File: src/logic/box_pkg.sv
package box_pkg;

  localparam int MAX_SIZE       = 64;
  localparam int MIN_SIZE       = 9;
  localparam int WIN_LEN        = 8;
  localparam int PIX_W          = 8;
  localparam int SUM_W          = 11;
  localparam int ADDR_W         = 10;
  localparam int PIX_ADDR_W     = 12;
  localparam int STARTUP_CYCLES = 3;

  localparam int WORD_W  = 32;
  localparam int LANES   = WORD_W / PIX_W;
  localparam int CNT_W   = 10; // column counter width.
  localparam int SIZE_W  = 9;  // image width port.
  localparam int ROW_W   = 8;  // row counter, holds MAX_SIZE+1.
  localparam int SUM_MAX = WIN_LEN * 255;

  // controller state encodings.
  localparam logic [2:0] ST_IDLE       = 3'b000;
  localparam logic [2:0] ST_START      = 3'b001;
  localparam logic [2:0] ST_START_ROW  = 3'b010;
  localparam logic [2:0] ST_SUM_EN     = 3'b011;
  localparam logic [2:0] ST_CUM_EN     = 3'b100;
  localparam logic [2:0] ST_FINISH_ALL = 3'b101;

  // one buffer word, seen whole or as four byte lanes.
  typedef union packed {
    logic [WORD_W-1:0]            raw;
    logic [LANES-1:0][PIX_W-1:0]  pix; // pix[0] in bits 7:0.
  } pixel_word_u;

endpackage

File: src/logic/r4_controller.sv
`timescale 1ns/1ns

module r4_controller
  import box_pkg::*;
(
  input  logic              clk,
  input  logic              rst_n,
  input  logic              start_i,
  input  logic              start_gt_2_i,
  input  logic [CNT_W-1:0]  counter_i,
  input  logic [SIZE_W-1:0] img_size_i,
  input  logic              row_eq_max_i,
  output logic              cum_en_o,
  output logic              data_valid_o,
  output logic              sum_en_o,
  output logic              count_en_o,
  output logic              start_en_o,
  output logic              ld_en_o,
  output logic              finish_o,
  output logic              reset_en_o
);

  logic [2:0] state_q;
  logic [2:0] prev_state_q;
  logic [2:0] state_d;

  always_ff @(posedge clk) begin
    if (!rst_n) begin
      state_q      <= ST_IDLE;
      prev_state_q <= ST_IDLE;
    end else begin
      state_q      <= state_d;
      prev_state_q <= state_q; // marks the row's last sum.
    end
  end

  always_comb begin
    state_d = state_q;
    case (state_q)
      ST_IDLE: begin
        if (start_i) state_d = ST_START;
      end
      ST_START: begin
        if (start_gt_2_i) state_d = ST_START_ROW;
      end
      ST_START_ROW: begin
        state_d = ST_SUM_EN;
      end
      ST_SUM_EN: begin
        if (row_eq_max_i) begin
          state_d = ST_FINISH_ALL;
        end else if (counter_i >= CNT_W'(WIN_LEN - 1)) begin
          state_d = ST_CUM_EN; // window filled.
        end
      end
      ST_CUM_EN: begin
        if (counter_i > {1'b0, img_size_i} - CNT_W'(2)) state_d = ST_START_ROW;
      end
      ST_FINISH_ALL: begin
        state_d = ST_IDLE;
      end
      default: begin
        state_d = ST_IDLE;
      end
    endcase
  end

  always_comb begin
    count_en_o   = 1'b0;
    data_valid_o = 1'b0;
    cum_en_o     = 1'b0;
    ld_en_o      = 1'b0;
    sum_en_o     = 1'b0;
    start_en_o   = 1'b0;
    finish_o     = 1'b0;
    reset_en_o   = 1'b0;
    case (state_q)
      ST_START: begin
        start_en_o = 1'b1;
      end
      ST_START_ROW: begin
        count_en_o = 1'b1;
        ld_en_o    = 1'b1;
        if (prev_state_q == ST_CUM_EN) data_valid_o = 1'b1; // last window of the row.
      end
      ST_SUM_EN: begin
        count_en_o = 1'b1;
        sum_en_o   = 1'b1;
      end
      ST_CUM_EN: begin
        count_en_o   = 1'b1;
        sum_en_o     = 1'b1;
        cum_en_o     = 1'b1;
        data_valid_o = 1'b1;
      end
      ST_FINISH_ALL: begin
        finish_o   = 1'b1;
        reset_en_o = 1'b1;
      end
      default: begin
        count_en_o = 1'b0;
      end
    endcase
  end

  a_no_valid_at_finish: assert property (@(posedge clk) disable iff (!rst_n)
    !(finish_o && data_valid_o));

  a_legal_state: assert property (@(posedge clk) disable iff (!rst_n)
    state_q <= ST_FINISH_ALL);

endmodule

File: config.mk
export PLATFORM = sky130hd
export DESIGN_NAME = r4_controller
export DESIGN_NICKNAME = d
export VERILOG_FILES = /design/src/logic/box_pkg.sv /design/src/logic/r4_controller.sv
export SDC_FILE = /design/constraint.sdc
export NUM_CORES = 1
export LEC_CHECK = 0
export BUFFER_PORTS_ARGS = -buffer_cell sky130_fd_sc_hd__buf_4
export CORE_UTILIZATION = 46
export DETAILED_ROUTE_END_ITERATION = 8
export PLACE_DENSITY = 0.8
export SYNTH_ARGS = -nofsm -noshare
export SYNTH_HDL_FRONTEND = slang
export SYNTH_SLANG_ARGS = --single-unit
File: constraint.sdc
create_clock -name clk -period 2.6 [get_ports clk]
set_input_delay 0.26 -clock clk [delete_from_list [all_inputs] [get_ports clk]]
set_output_delay 0.26 -clock clk [all_outputs]
set_load 0.005 [all_outputs]
==> flow_summary.json <==
{
  "clock_latency_ns": 0.25,
  "drc": 0,
  "setup_ws_ns": 0.2497,
  "fin_crit_ns": 2.350,
  "crit_chain": "buf_4 > nor4_1 > nand2_1 > or3_1 > ha_1 > nand4_1 > a211oi_1 > a211oi_2 > nor3b_1 > mux2_4",
  "worst_pin_slew_ns": 0.3961,
  "yosysWarnings": 0,
  "fin_cells": 135,
  "drt_iter0_drc": 17,
  "wirelength_mm": 1.806,
  "path_class": "in -> reg",
  "worstSetupEndpoint": "state_q[0]",
  "crit-reg2reg-launch": "state_q[2]",
  "ir_drop_mv": 0.2934,
  "finalCritPeriodShare_pct": 90.40,
  "grt-ovfl-total": 0,
  "synth_top_cell_area_share_pct": 18.90,
  "place.gp.congestion": 0.7670,
  "finalSetupTns_ns": 0,
  "grt_max_degree": 11,
  "synth-seq-cells": 6,
  "clk_pin_slew_ns": 0.05,
  "power.leakage_nw": 0.4705,
  "crit_path_start_kind": "input pin",
  "vias": 737,
  "hpwl_mm": 1.542,
  "synth.distinct_cells": 33,
  "die_area_um2": 1746,
  "finClkSkew_ns": 0.002962,
  "rows": 13,
  "status": "finished clean",
  "finalHoldViolCount": 0,
  "clkSinkCount": 6,
  "root_buffer": "clkbuf_4",
  "min_path_type": "in -> reg",
  "rr_endpoint": "state_q[0]",
  "drv_cap": 0,
  "rsz0062_at_grt": "false",
  "synthTopCellsByArea": "ha_1, dfxtp_1, xnor2_1",
  "via_per_inst": 5.459,
  "dp.cells": 132,
  "yosys.area.top_type": "ha_1",
  "post_cts_buffers": 0,
  "finalSetupViolations": 0,
  "cp-startpoint": "img_size_i[6]",
  "worstPathMaxFanout": 2,
  "dpl_worst_slack_ns": -0.007004,
  "max_slew_margin_pct": 73.44,
  "wl_per_cell_um": 13.38,
  "cp_slowest_cell": "nor4_1",
  "cp-end-kind": "register",
  "ioPinCount": 32,
  "io_buffers": 31,
  "drive_gt1_share_pct": 34.17,
  "nNetsFinal": 157,
  "nFillCells": 127,
  "cts_tree": "built",
  "antenna_left": 0,
  "final_util_pct": 71.13,
  "grt_pass1_vias": 717,
  "holdBufCountCts": 0,
  "die_y_um": 41.79,
  "grt_pass1_wl_mm": 3.022,
  "slew_viol_final": 0,
  "syn_nets": 123,
  "rr_worst_depth": 6,
  "syn_area_um2": 728.2,
  "arrival_ns": 2.49,
  "syn2layout_area_growth_pct": 35.05,
  "dr.pass1.iters": 4,
  "cts_buffers": 3,
  "slowest_delay_ns": 0.36,
  "synth-seq-area-share_pct": 16.49,
  "cts_buffer_depth": 2,
  "cp_data_required_time_ns": 2.74,
  "antenna_found_initial": 0,
  "synth_cells": 88,
  "antennaDiodeCount": 0,
  "die_x_um": 41.79,
  "fmax_mhz": 425.5,
  "grtUsageTotal_pct": 22.79,
  "core_um2": 1383,
  "start_util_pct": 52.67,
  "syn_avg_cell_area_um2": 8.275,
  "powerDensity_nw_per_um2": 437.9,
  "cts_resized": 0,
  "cts_max_level": 1,
  "hold_depth": 2,
  "rrSetupSlack_ns": 0.82
}
-- critical path, delay by kind of cell --
family	cells	cell delay (ns)
compound gates	2	0.31
mux	1	0.32
buf+inv	1	0.11
simple gates	5	1.18
fa+ha+maj	1	0.30
-- layout by cell type, fill, tap and decap left out, types with 3 or more instances in the layout --
master	instances
nand3_1	3
o21ai_0	3
clkbuf_4	3
xnor2_1	4
dfxtp_1	6
buf_4	32
a21oi_1	3
nand2_1	8
nor4_1	3
nor3_1	3
nand2b_1	3
inv_1	6
and2_1	4
ha_1	11
nor2_1	5
xor2_1	3
-- layer usage --
metal  vias up  wire length (µm)  GRT usage [%]
met1       318               818          27.86
met2        33               840          38.75
met4         0                34          11.61
met5         -                 0              0
li1        381                 -              -
met3         5               112          2.609
-- flip-flops by register name, summed over array words and instances (netlist names) --
register	flops
state_q	3
prev_state_q	3
-- Yosys cell counts --
cell type and count:
a211oi_1 2, inv_1 6, mux2_2 1, or3_1 1, nand2b_1 3, o31a_1 1, ha_1 11, dfxtp_1 6
nand4b_1 1, nor4_1 3, nor3b_1 2, nor4b_1 1, mux2_4 1, clkinv_4 1, and3b_1 1, nor3_1 3
a32o_1 1, nand3b_1 1, nand2_1 8, a21boi_1 1, a211oi_2 1, and2_1 4, buf_6 1, o211ai_4 1
o21ai_0 3, xnor2_1 4, xor2_1 3, buf_4 2, nand3_1 3, nand4_1 2, a21oi_1 3, nor2_1 5
or3b_4 1
-- where the power goes --
group	switching, W	total, W	internal [W]
registers	0.0000313	0.000142	0.000110
clock network	0.0000365	0.0000889	0.0000524
logic	0.0000826	0.000200	0.000117
total	0.000150	0.000431	0.000280
-- cell families (layout without fill, tap and decap cells) --
kind of cell,count (synthesis),in the layout,synth area share (%)
fa+ha+maj,11,11,18.90
buf+inv,10,42,7.903
mux,2,2,3.608
flops,6,6,16.50
simple gates,39,39,30.24
xor+xnor,7,7,8.419
compound gates,13,13,14.43
-- stage by stage --
stage	hold slack (ns)	cell area, µm²	power (W)
after detailed placement	0.5157	960.9	0.0003414
after global placement	0.5114	960.9	0.0003342
after global routing	0.2705	983.4	0.0004652
final	0.2644	983.4	0.0004307
after CTS	0.2656	983.4	0.0004299
after floorplan	0.3858	728.2	0.0002641
-- area by class of cell --
cell class | count | area, µm² | area share [%]
clock buffers | 3 | 22.52 | 2.290
repair buffers | 32 | 240.2 | 24.43
inverters | 7 | 31.28 | 3.181
multi-input cells | 72 | 550.5 | 55.98
flip-flops and latches | 6 | 120.1 | 12.21
well taps | 15 | 18.77 | 1.908
-- worst min path at each step --
stage | start | to | slack, ns
after detailed placement | rst_n | prev_state_q[2] | 0.52
after CTS | rst_n | prev_state_q[2] | 0.27
final | rst_n | prev_state_q[2] | 0.26
after global routing | rst_n | prev_state_q[2] | 0.27
after floorplan | rst_n | state_q[1] | 0.39
after global placement | rst_n | prev_state_q[2] | 0.51
Note: power is estimated with default switching activity, not from simulation.
