[config.mk]
export PLATFORM = sky130hd
export DESIGN_NAME = window_sum
export DESIGN_NICKNAME = d
export VERILOG_FILES = /design/src/logic/box_pkg.sv /design/src/logic/window_sum.sv
export SDC_FILE = /design/constraint.sdc
export NUM_CORES = 1
export LEC_CHECK = 0
export ABC_AREA = 1
export BUFFER_PORTS_ARGS = -buffer_cell sky130_fd_sc_hd__buf_2
export CAP_MARGIN = 20
export CORE_MARGIN = 2
export CORE_UTILIZATION = 30
export CTS_CLUSTER_DIAMETER = 100
export DETAILED_ROUTE_END_ITERATION = 12
export PLACE_DENSITY_LB_ADDON = 0.2
export SLEW_MARGIN = 25
export SYNTH_ARGS = -nofsm -noshare
export SYNTH_HDL_FRONTEND = slang
export SYNTH_SLANG_ARGS = --single-unit
[constraint.sdc]
create_clock -name clk -period 2.3 [get_ports clk]
set_clock_uncertainty 0.1 [all_clocks]
set_input_delay 0 -clock clk [delete_from_list [all_inputs] [get_ports clk]]
set_output_delay 0 -clock clk [all_outputs]
set_load 0.02 [all_outputs]
[src/logic/box_pkg.sv]
package box_pkg;

  localparam int MAX_SIZE       = 64;
  localparam int MIN_SIZE       = 9;
  localparam int WIN_LEN        = 8;
  localparam int PIX_W          = 8;
  localparam int SUM_W          = 11;
  localparam int ADDR_W         = 10;
  localparam int PIX_ADDR_W     = 12;
  localparam int STARTUP_CYCLES = 3;

  localparam int WORD_W  = 32;
  localparam int LANES   = WORD_W / PIX_W;
  localparam int CNT_W   = 10; // column counter width.
  localparam int SIZE_W  = 9;  // image width port.
  localparam int ROW_W   = 8;  // row counter, holds MAX_SIZE+1.
  localparam int SUM_MAX = WIN_LEN * 255;

  // controller state encodings.
  localparam logic [2:0] ST_IDLE       = 3'b000;
  localparam logic [2:0] ST_START      = 3'b001;
  localparam logic [2:0] ST_START_ROW  = 3'b010;
  localparam logic [2:0] ST_SUM_EN     = 3'b011;
  localparam logic [2:0] ST_CUM_EN     = 3'b100;
  localparam logic [2:0] ST_FINISH_ALL = 3'b101;

  // one buffer word, seen whole or as four byte lanes.
  typedef union packed {
    logic [WORD_W-1:0]            raw;
    logic [LANES-1:0][PIX_W-1:0]  pix; // pix[0] in bits 7:0.
  } pixel_word_u;

endpackage

[src/logic/window_sum.sv]
`timescale 1ns/1ns

module window_sum
  import box_pkg::*;
(
  input  logic             clk,
  input  logic             rst_n,
  input  logic [PIX_W-1:0] pix_i,
  input  logic             sum_en_i,
  input  logic             cum_en_i,
  input  logic             ld_en_i,
  output logic [SUM_W-1:0] sum_o
);

  logic [PIX_W-1:0] line_q [WIN_LEN]; // [0] is newest.
  logic [SUM_W-1:0] acc_q;
  logic [SUM_W-1:0] leaving;

  assign leaving = cum_en_i ? SUM_W'(line_q[WIN_LEN-1]) : '0;

  always_ff @(posedge clk) begin
    if (ld_en_i) begin
      for (int i = 0; i < WIN_LEN; i++) begin
        line_q[i] <= '0;
      end
    end else if (sum_en_i) begin
      line_q[0] <= pix_i;
      for (int i = 1; i < WIN_LEN; i++) begin
        line_q[i] <= line_q[i-1];
      end
    end
  end

  always_ff @(posedge clk) begin
    if (!rst_n) begin
      acc_q <= '0;
    end else if (ld_en_i) begin
      acc_q <= '0;
    end else if (sum_en_i) begin
      acc_q <= acc_q + SUM_W'(pix_i) - leaving; // wraps back in range.
    end
  end

  assign sum_o = acc_q;

  a_sum_bound: assert property (@(posedge clk) disable iff (!rst_n)
    acc_q <= SUM_W'(SUM_MAX));

endmodule

==> metrics.log <==
[metrics] run status: complete, no violations
[metrics] Sink Count: 75
[metrics] worst flop-to-flop path endpoint: sum_o[6]
[metrics] total area of sequential cells: 0.00214 mm^2
[metrics] final routed wire length divided by cell count: approximately 11 um
[metrics] First DRT Iteration DRCs: approximately 140
[metrics] share of the synthesized area in the top cell type: 51.4%
[metrics] highest fanout seen on the critical path: 3
[metrics] required time of the worst setup path: about 2400 ps
[metrics] setup repair after global routing missed its margin: yes
[metrics] net count after synthesis: 436
[metrics] Async S/R FF share, synth: 0%
[metrics] x dimension of the die: between 100 and 150 um
[metrics] power share of the combinational group: a little under a fifth
[metrics] critical register-to-register path startpoint: line_q[7][1]
[metrics] Synth Register Bits: 75
[metrics] endpoint type of the worst setup path: flop
[metrics] vias per std cell: ~4
[metrics] top post-synthesis cells by area: sky130_fd_sc_hd__edfxtp_1 (51%), sky130_fd_sc_hd__inv_1 (12%), sky130_fd_sc_hd__nor2_1 (7.6%)
[metrics] via count of the first global-routing pass: about 2600
[metrics] Final Routed Wirelength: 6.89 mm
[metrics] area taken by multi-input logic gates: roughly 0.0012 mm^2
[metrics] reported leakage power: about 2.1 nW
[metrics] final weighted congestion in routability-driven placement: between 0.8 and 0.9
[metrics] final HPWL from detailed placement: roughly 4.6 mm
[metrics] non-filler instance count after layout: roughly 600
[metrics] top-count cell post-synth: sky130_fd_sc_hd__inv_1
[metrics] clock share of power: 38.2%
[metrics] layout net count: between 400 and 500
[metrics] P&R area growth vs syn: 22.6%
[metrics] layout cells sized above 1: between 10% and 20%
[metrics] CTS tree: built
[metrics] count of final hold-check violations: 0
[metrics] clock input transition at the sequential cells of the worst setup and hold paths: approximately 70 ps
[metrics] # diodes: 0
[metrics] DIE AREA: ~0.013 mm^2
[metrics] power share of the sequential group: a little over two fifths
[metrics] Avg Cell Area, Syn: 9.25 um^2
[metrics] Starting Density: 31.0%
[metrics] largest net degree at the start of global routing: between 60 and 70
[metrics] post-synthesis instance area: 0.00374 mm^2
[metrics] area leader, netlist: sky130_fd_sc_hd__edfxtp_1
[metrics] number of design rule violations left after detail routing: 0
[metrics] power per standard cell area: 814 mW/mm^2
[metrics] Worst Setup EP: sum_o[6]
[metrics] number of fill cells in the layout: about 1200
[metrics] placed instance count: slightly below 600
[metrics] post-layout utilization of the core: between 30% and 40%
[metrics] data arrival time of the worst path: 2280 ps
[metrics] count of port buffers added during placement: 23
[metrics] chip height: between 100 and 150 um
[metrics] commonest register cell after synthesis: sky130_fd_sc_hd__edfxtp_1
[metrics] Bufs on Longest Clock Path: 2
[metrics] post-route setup TNS: 0 ps
[metrics] Remaining Overflow, GRT: 0
[metrics] worst hold slack across all endpoints: 86.0 ps
[metrics] total number of yosys warnings: 0
[metrics] sequential element share of the synthesized area: around 57%
[metrics] GRT Util Overall: about an eighth
[metrics] IO Pins: 24
[metrics] Synth Instances: about 400
[metrics] Setup Crit Path Kind: reg2reg
[metrics] Setup-failing EPs final: 0
[metrics] Hold/Removal Path Class: in2reg
[metrics] Skew-Pair Late Insertion Delay: around 340 ps
[metrics] area after detailed placement: 0.00406 mm^2
[metrics] total number of vias: roughly 2500
[metrics] number of enable flip-flop cells after synthesis: between 60 and 70
[metrics] worst setup slack for register-to-register paths: between 150 and 200 ps
[metrics] final std cell area, no fill: ~0.0046 mm^2
[metrics] area of the placeable core: between 0.01 and 0.015 mm^2
[metrics] Detail Route Antenna Nets: 0
[metrics] Sw Share: a little over a quarter
[metrics] total clock buffers created by CTS: 9
[metrics] Least-Margin Pin Slew: ~480 ps
[metrics] synth cell count leaders: sky130_fd_sc_hd__inv_1 (121), sky130_fd_sc_hd__nor2_1 (76), sky130_fd_sc_hd__edfxtp_1 (64)
[metrics] type of element launching the critical path: flop
[metrics] post-layout minimum cycle time: 2140 ps
[metrics] peak supply drop: roughly 0.45 mV
[metrics] Cell Rows: 40
[metrics] number of cells on the worst reg-to-reg path: 12
[metrics] global-route wire length before repair: between 10 and 15 mm
[metrics] Cell Int Power: approximately 0.0027 W
[metrics] initial antenna violation count: 0
[metrics] Cell variety after synth: 26
[metrics] first-pass detailed-route iteration total: 4
[metrics] CTS root buffer: sky130_fd_sc_hd__clkbuf_16
[metrics] H-Tree Level Count: 3
[metrics] number of max-capacitance violations reported: 0
[metrics] share of the clock period used by the worst path: 93.0%
[metrics] Max Clock Freq: between 400 and 500 MHz
[metrics] timing startpoint of the critical path: line_q[7][1]
[metrics] number of pins with negative max-slew slack in the final report: 0
[metrics] NetSw: between 0.001 and 0.0015 W
[metrics] Slew Limit Headroom: around two thirds
==> layout by cell type (no fill, tap or decap), drive strengths merged, types with 11 or more instances in the layout <==
cell,instances
inv,124
nor2,78
edfxtp,64
nand2,53
buf,31
nand3,19
a21oi,12
dfxtp,11
ha,11
==> worst max-delay path: stages (launching register included) <==
cell	delay (ps)
sky130_fd_sc_hd__edfxtp_1	360
sky130_fd_sc_hd__nand2_1	70
sky130_fd_sc_hd__inv_1	50
sky130_fd_sc_hd__fa_1	490
sky130_fd_sc_hd__inv_2	50
sky130_fd_sc_hd__fa_2	350
sky130_fd_sc_hd__nand2_1	90
sky130_fd_sc_hd__nand3_2	100
sky130_fd_sc_hd__nand3_2	100
sky130_fd_sc_hd__a21o_1	110
sky130_fd_sc_hd__nand3_1	70
sky130_fd_sc_hd__nand2_1	70
sky130_fd_sc_hd__inv_1	40
==> metal layers <==
layer / GRT usage [%] / vias to the layer above / wire length [um]
li1: - / 1282 / -
met1: 15.6 / 1168 / 3540
met2: 17.9 / 26 / 3000
met3: 3.45 / 10 / 229
met4: 4.52 / 0 / 115
met5: 0 / - / 0
==> power groups by stage <==
stage                     Clock, W  Combinational, W  Sequential, W
final                      0.00142          0.000706        0.00160
after global routing       0.00152          0.000815        0.00161
after CTS                  0.00147          0.000611        0.00160
after detailed placement         0          0.000594        0.00163
after global placement           0          0.000592        0.00163
after floorplan                  0          0.000436        0.00164
==> area by class of cell <==
type / count / share of cell area [%]
clock inverters: 7 / 1.69
clock buffers: 9 / 4.92
repair buffers: 40 / 6.06
multi-input cells: 195 / 25.9
flip-flops and latches: 75 / 46.8
well taps: 168 / 4.59
inverters: 123 / 10.1
==> logic make-up after synthesis <==
| group | count (synthesis) | share of synthesized area, % |
|---|---|---|
| AND/OR/NAND/NOR | 153 | 16.5 |
| AO/OA/AOI/OAI | 19 | 3.01 |
| adder cells (fa/ha/maj) | 19 | 7.97 |
| XOR/XNOR | 4 | 0.938 |
| buffers and inverters | 134 | 14.2 |
| flip-flops | 75 | 57.3 |
==> registers in the layout, summed over array words and instances, names as in the netlist <==
name and cells:
line_q 64, sum_o 11
==> per-stage QoR <==
stage               power [W]  setup WS, ps
floorplan             0.00208          36.4
global placement      0.00222          29.6
detailed placement    0.00222          5.69
CTS                   0.00368          2.71
global route          0.00394         -2.56
finish                0.00373           161
==> repair_timing <==
| action | in CTS | in global routing |
|---|---|---|
| setup endpoints to repair | 0 | 9 |
| resized for setup | 0 | 24 |
| setup buffers | 0 | 1 |
| hold endpoints to repair | 14 | 0 |
| hold buffers | 9 | 0 |
==> how the worst min path moves through the flow <==
stage / from / end / slack, ps / cells after the start
CTS: ld_en_i / line_q[6][6] / 80 / 3
floorplan: pix_i[0] / line_q[0][0] / 110 / 2
finish: ld_en_i / line_q[6][6] / 90 / 3
global route: ld_en_i / line_q[7][0] / 110 / 3
detailed placement: pix_i[0] / line_q[0][0] / 240 / 3
global placement: pix_i[0] / line_q[0][0] / 250 / 3
No activity file was read; power rests on OpenSTA's default activity.
