<file path="src/logic/box_pkg.sv">
package box_pkg;

  localparam int MAX_SIZE       = 64;
  localparam int MIN_SIZE       = 9;
  localparam int WIN_LEN        = 8;
  localparam int PIX_W          = 8;
  localparam int SUM_W          = 11;
  localparam int ADDR_W         = 10;
  localparam int PIX_ADDR_W     = 12;
  localparam int STARTUP_CYCLES = 3;

  localparam int WORD_W  = 32;
  localparam int LANES   = WORD_W / PIX_W;
  localparam int CNT_W   = 10; // column counter width.
  localparam int SIZE_W  = 9;  // image width port.
  localparam int ROW_W   = 8;  // row counter, holds MAX_SIZE+1.
  localparam int SUM_MAX = WIN_LEN * 255;

  // controller state encodings.
  localparam logic [2:0] ST_IDLE       = 3'b000;
  localparam logic [2:0] ST_START      = 3'b001;
  localparam logic [2:0] ST_START_ROW  = 3'b010;
  localparam logic [2:0] ST_SUM_EN     = 3'b011;
  localparam logic [2:0] ST_CUM_EN     = 3'b100;
  localparam logic [2:0] ST_FINISH_ALL = 3'b101;

  // one buffer word, seen whole or as four byte lanes.
  typedef union packed {
    logic [WORD_W-1:0]            raw;
    logic [LANES-1:0][PIX_W-1:0]  pix; // pix[0] in bits 7:0.
  } pixel_word_u;

endpackage

</file>
<file path="src/logic/row_address_gen.sv">
`timescale 1ns/1ns

module row_address_gen
  import box_pkg::*;
(
  input  logic                  clk,
  input  logic                  rst_n,
  input  logic                  start_en_i,
  input  logic                  ld_en_i,
  input  logic                  count_en_i,
  input  logic                  reset_en_i,
  input  logic [SIZE_W-1:0]     img_size_i,
  output logic [PIX_ADDR_W-1:0] pix_addr_o,
  output logic [CNT_W-1:0]      counter_o,
  output logic                  start_gt_2_o,
  output logic                  row_eq_max_o
);

  localparam int LIN_W = PIX_ADDR_W + 2;

  logic [1:0]       start_cnt_q;
  logic [CNT_W-1:0] col_q;
  logic [ROW_W-1:0] row_q; // rows loaded so far.
  logic             wrap;
  logic [LIN_W-1:0] lin_addr;

  always_ff @(posedge clk) begin
    if (!rst_n) begin
      start_cnt_q <= '0;
    end else if (start_en_i) begin
      start_cnt_q <= start_cnt_q + 2'd1;
    end else begin
      start_cnt_q <= '0;
    end
  end

  assign start_gt_2_o = start_cnt_q >= 2'(STARTUP_CYCLES - 1);

  always_ff @(posedge clk) begin
    if (!rst_n) begin
      col_q <= '0;
    end else if (ld_en_i) begin
      col_q <= '0;
    end else if (start_en_i) begin
      // park at the row end so the fetch leads the first row.
      col_q <= start_gt_2_o ? CNT_W'(img_size_i) : CNT_W'(img_size_i) - CNT_W'(1);
    end else if (count_en_i) begin
      col_q <= col_q + CNT_W'(1);
    end
  end

  always_ff @(posedge clk) begin
    if (!rst_n || reset_en_i || start_en_i) begin
      row_q <= '0;
    end else if (ld_en_i) begin
      row_q <= row_q + ROW_W'(1);
    end
  end

  assign row_eq_max_o = row_q == ROW_W'(img_size_i) + ROW_W'(1);
  assign counter_o    = col_q;

  // two pixels ahead, minus the row-load bubble.
  assign wrap     = col_q >= CNT_W'(img_size_i) - CNT_W'(1);
  assign lin_addr = LIN_W'(row_q) * LIN_W'(img_size_i) + LIN_W'(col_q) + LIN_W'(2)
                  - LIN_W'(wrap) - LIN_W'(img_size_i);
  assign pix_addr_o = lin_addr[PIX_ADDR_W-1:0];

  a_size_range: assert property (@(posedge clk) disable iff (!rst_n)
    start_en_i |-> (img_size_i >= SIZE_W'(MIN_SIZE) && img_size_i <= SIZE_W'(MAX_SIZE)));

endmodule

</file>
<file path="config.mk">
export PLATFORM = sky130hd
export DESIGN_NAME = row_address_gen
export DESIGN_NICKNAME = d
export VERILOG_FILES = /design/src/logic/box_pkg.sv /design/src/logic/row_address_gen.sv
export SDC_FILE = /design/constraint.sdc
export NUM_CORES = 1
export LEC_CHECK = 0
export BUFFER_PORTS_ARGS = -buffer_cell sky130_fd_sc_hd__buf_2
export CELL_PAD_IN_SITES_DETAIL_PLACEMENT = 2
export CELL_PAD_IN_SITES_GLOBAL_PLACEMENT = 2
export CORE_MARGIN = 4
export CORE_UTILIZATION = 41
export CTS_BUF_LIST = sky130_fd_sc_hd__clkbuf_16
export DETAILED_ROUTE_END_ITERATION = 8
export PLACE_DENSITY = 0.86
export SLEW_MARGIN = 20
export SYNTH_ARGS = -nofsm -noshare
export SYNTH_HDL_FRONTEND = slang
export SYNTH_SLANG_ARGS = --single-unit
</file>
<file path="constraint.sdc">
create_clock -name clk -period 22.9 [get_ports clk]
set_input_delay 3.435 -clock clk [delete_from_list [all_inputs] [get_ports clk]]
set_output_delay 3.435 -clock clk [all_outputs]
set_load 0.05 [all_outputs]
</file>
==> results of run 1 <==
-- cells in the mapped netlist, drive strengths merged (3+ instances only) --
library cell  instances  share of area
a211oi               11          0.020
a21o                  4         0.0072
a21oi                10          0.014
and2                 35          0.052
and3                  5         0.0078
buf                  10          0.018
clkbuf               12          0.011
dfxtp                20          0.096
fa                   57           0.27
ha                   55           0.16
inv                  74          0.067
nand2                43          0.039
nand2b                5         0.0075
nand3                 7         0.0096
nand4                 9          0.013
nor2                 30          0.028
nor3                  3         0.0048
o211ai                3         0.0054
o21ai                 9          0.011
xnor2                40          0.084
xor2                 15          0.031
-- final timing paths --
| check | startpoint | end | cells after the start | slack (ns) |
|---|---|---|---|---|
| min reg2reg | start_cnt_q[0] | start_cnt_q[0] | 1 | 0.45 |
| max reg2reg | start_cnt_q[0] | counter_o[8] | 7 | 21.07 |
| min | start_cnt_q[0] | start_cnt_q[0] | 1 | 0.45 |
| max | img_size_i[3] | pix_addr_o[10] | 26 | 9.44 |
-- sequential cells by signal (all words and copies together), names as in the netlist --
register     cells
counter_o       10
start_cnt_q      2
row_q            8
-- through the flow --
stage | setup WS (ns) | power (uW) | instance area, sq um
CTS | 9.41 | 200 | 4510
global route | 9.05 | 211 | 4510
finish | 9.44 | 197 | 4510
floorplan | 10.31 | 125 | 4170
global placement | 9.95 | 144 | 4410
detailed placement | 9.51 | 150 | 4410
-- area by class of cell --
cell class                 count  area share
clock buffer                   3      0.0166
clock inverter                 1     0.00665
inverter                      74      0.0615
multi-input combinational    357       0.748
sequential                    20      0.0887
tap                          133      0.0369
timing repair buffer          38      0.0421
-- cell families (layout without fill, tap and decap cells) --
family / after synthesis / count (layout) / synth area share
buffers and inverters: 96 / 116 / 0.0951
XOR/XNOR: 55 / 55 / 0.115
flip-flops: 20 / 20 / 0.0960
multiplexers: 1 / 1 / 0.00240
AO/OA/AOI/OAI: 48 / 48 / 0.0840
AND/OR/NAND/NOR: 141 / 141 / 0.169
adder cells (fa/ha/maj): 112 / 112 / 0.439
-- report_power, final --
group | switching, uW | internal [uW] | total [uW]
Combinational | 75.2 | 33.8 | 109
Clock | 14.7 | 34.7 | 49.4
Sequential | 2.54 | 35.8 | 38.3
-- layer usage --
metal,GRT usage,routed length (microns)
met3,0.0231,270
met4,0.0189,102
met1,0.271,5120
met2,0.441,7000
met5,0,0
-- worst reg2reg max path: stages (launching register included) --
cell	delay, ns
dfxtp_1	0.35
inv_1	0.06
ha_1	0.20
nor2_2	0.44
nand3_2	0.20
nor3_2	0.17
xnor2_1	0.08
a211oi_1	0.25
==> reports/qor.yml, run 1 <==
status: "finished clean"
cp.arrival_ns: 10.03
ant_nets: 0
cts_resized: 0
final.setup.tns_ns: 0
path_buf_inv: 5
multiInputGateArea_sq_um: 3370
vias_per_cell: 5.29
synth_edf_count: 0
rsz0062_at_grt: "no"
wl_per_cell_microns: 20.0
dieWidth_microns: 109
cts_inserted_buffers: 3
synth-seq-cells: 20
worst_pin_slew_ns: 0.674
ctsHoldBuffers: 0
p_per_area_nw_per_um2: 43.6
clock-sinks: 20
fp.dieH_microns: 109
synthCells: 473
initialDrtViolationCount: 111
clk_pin_slew_worst_paths_ns: 0.06
postCtsSetupBuffers: 0
skew_ns: 0.00191
final_cells: 626
vias: 3312
dieArea_sq_um: 11900
place_congestion: 0.771
cp_slowest_cell: "fa_1"
crit_top_cell: "ha_1"
regArea_sq_um: 400
setup_viol: 0
drc_errors: 0
relSlewSlack: 0.550
first_pass_iters: 4
max_freq_mhz: 74.3
syn_area_sq_um: 4170
antenna_found_initial: 0
start_util: 0.425
whs_ns: 0.446
slew_viol_final: 0
hold_path_class: "reg2reg"
ys_seq_area_frac: 0.0960
h-tree-depth: 1
rows: 36
grt_max_degree: 25
ys.flop_type: "dfxtp_1"
grt_pass1_vias: 3922
final_nets: 621
routed_wl_microns: 12500
slowest_delay_ns: 0.54
grt_overflow_total: 0
ios: 39
cpLargestDelayFamily: "adder cells"
cts_root_buffer: "clkbuf_16"
syn_area_per_cell_sq_um: 8.82
vdd_drop_max_uv: 26.8
final_cell_mix: "inv_1, fa_1, ha_1, nand2_1, xnor2_1"
drive_gt1_frac: 0.105
grt_pass1_wl_microns: 20600
synthArstFlopShare: 0
ys_types: 40
core-area_sq_um: 9820
syn2layout_area_growth_pct: 8.22
critPathKind: "in2out"
finalHoldViolCount: 0
period_share: 0.588
clock_path_buffers: 2
yosysWarnings: 0
required_ns: 19.47
dp_hpwl_microns: 10200
layout_commonest_cell: "inv_1"
track_usage: 0.224
cap_violations: 0
crit_fanout: 17
end_kind: "output pin"
n_fill_cell: 1142
worstSetupStartpointType: "primary input"
power.leakage_uw: 0.00211
diodes: 0
synth_nets: 600
io_buffer_count: 38
dp_cells: 622
cts_tree: "built"
utilization: 0.460
clk_latency_ns: 0.26
min_period_ns: 13.46
Note: power is estimated with default switching activity, not from simulation.
==> run 2, diff against run 1 <==
CORE_UTILIZATION = 38   (was 41)
PLACE_DENSITY = 0.8   (was 0.86)
clock period = 13.5 ns   (was 22.9 ns; I/O delays follow)
==> reports/qor.yml, run 2 (synthesis results as in run 1) <==
status: "finished clean"
core-area_sq_um: 10500
cp.arrival_ns: 8.38
drc_errors: 0
fp.dieH_microns: 113
start_util: 0.397
setup_viol: 0
ant_nets: 0
vdd_drop_max_uv: 47.4
crit_fanout: 17
drive_gt1_frac: 0.105
p_per_area_nw_per_um2: 73.1
whs_ns: 0.431
grt_overflow_total: 0
holdPathStages: 1
clk_latency_ns: 0.25
dp_hpwl_microns: 9500
finalHoldViolCount: 0
required_ns: 11.48
r2r_cells: 6
cts_inserted_buffers: 3
place_congestion: 0.793
ctsHoldBuffers: 0
cts_root_buffer: "clkbuf_16"
ios: 39
worst_pin_slew_ns: 0.614
clock-sinks: 20
first_pass_iters: 4
critPathKind: "in2out"
antenna_found_initial: 0
initialDrtViolationCount: 96
clk_pin_slew_worst_paths_ns: 0.06
cts_tree: "built"
vias: 3283
syn2layout_area_growth_pct: 8.31
largest_reg_flops: 10
final_cell_mix: "inv_1, fa_1, ha_1, nand2_1, xnor2_1"
slew_viol_final: 0
dieArea_sq_um: 12700
grt_pass1_wl_microns: 19300
grt_max_degree: 25
clock_path_buffers: 2
end_kind: "output pin"
rsz0062_at_grt: "no"
power.leakage_uw: 0.00211
hold_path_class: "reg2reg"
final.setup.tns_ns: 0
cap_violations: 0
io_buffer_count: 38
rows: 37
wl_per_cell_microns: 18.3
final_nets: 621
skew_ns: 0.00181
max_freq_mhz: 96.1
period_share: 0.771
vias_per_cell: 5.22
min_period_ns: 10.41
h-tree-depth: 1
routed_wl_microns: 11500
track_usage: 0.187
utilization: 0.430
diodes: 0
grt_pass1_vias: 3840
worstSetupStartpointType: "primary input"
dieWidth_microns: 113
postCtsSetupBuffers: 0
layout_commonest_cell: "inv_1"
cts_resized: 0
relSlewSlack: 0.590
[run 2: cell counts in the layout (fill, tap and decap cells not counted)]
Identical to the previous run, type by type.
[run 2: stage by stage]
step	instance area (sq um)	total power (uW)	std cells	setup WS, ns
2_1_floorplan	4170	211	473	3.73
3_3_place_gp	4410	245	625	3.34
3_5_place_dp	4410	252	625	3.07
4_1_cts	4520	335	629	3.03
5_1_grt	4520	355	629	2.60
6_report	4520	330	629	3.09
[run 2: cell type report]
| type | count | area, sq um |
|---|---|---|
| clock buffer | 3 | 75.1 |
| clock inverter | 1 | 30.0 |
| fill | 1191 | 5990 |
| inverter | 74 | 278 |
| multi-input combinational | 357 | 3370 |
| sequential | 20 | 400 |
| tap | 136 | 170 |
| timing repair buffer | 38 | 190 |
[run 2: path summary, 6_finish.rpt]
kind | from | end | slack (ns)
worst max-delay path | img_size_i[3] | pix_addr_o[10] | 3.09
worst min-delay path | start_cnt_q[0] | start_cnt_q[0] | 0.43
worst max register to register | counter_o[0] | counter_o[6] | 11.74
worst min register to register | start_cnt_q[0] | start_cnt_q[0] | 0.43
[run 2: power breakdown]
part / total, uW / switching [uW] / internal [uW]
Clock: 82.1 / 23.3 / 58.8
Sequential: 65.1 / 4.41 / 60.7
Combinational: 183 / 126 / 57.1
[run 2: worst max-delay path, stage by stage]
cell and delay (ns):
buf_2 0.37, inv_1 0.19, ha_1 0.26, nand3_1 0.09, nand3_1 0.15, xnor2_1 0.17
ha_1 0.31, a2111oi_0 0.42, o21ai_0 0.16, a221oi_1 0.31, ha_1 0.22, ha_1 0.14
inv_1 0.05, fa_1 0.48, fa_1 0.52, fa_1 0.55, inv_1 0.05, ha_1 0.22
fa_1 0.40, a21o_1 0.19, a21oi_2 0.17, nor2b_1 0.06, o21a_1 0.21, o41ai_2 0.24
xnor2_1 0.15, buf_2 0.28
[run 2: metal layers]
| metal | vias to the layer above | share of wire | GRT usage |
|---|---|---|---|
| met1 | 1703 | 0.42 | 0.230 |
| met2 | 37 | 0.53 | 0.354 |
| met3 | 16 | 0.022 | 0.0193 |
| met4 | 0 | 0.022 | 0.0369 |
| met5 | - | 0 | 0 |
| li1 | 1527 | - | - |
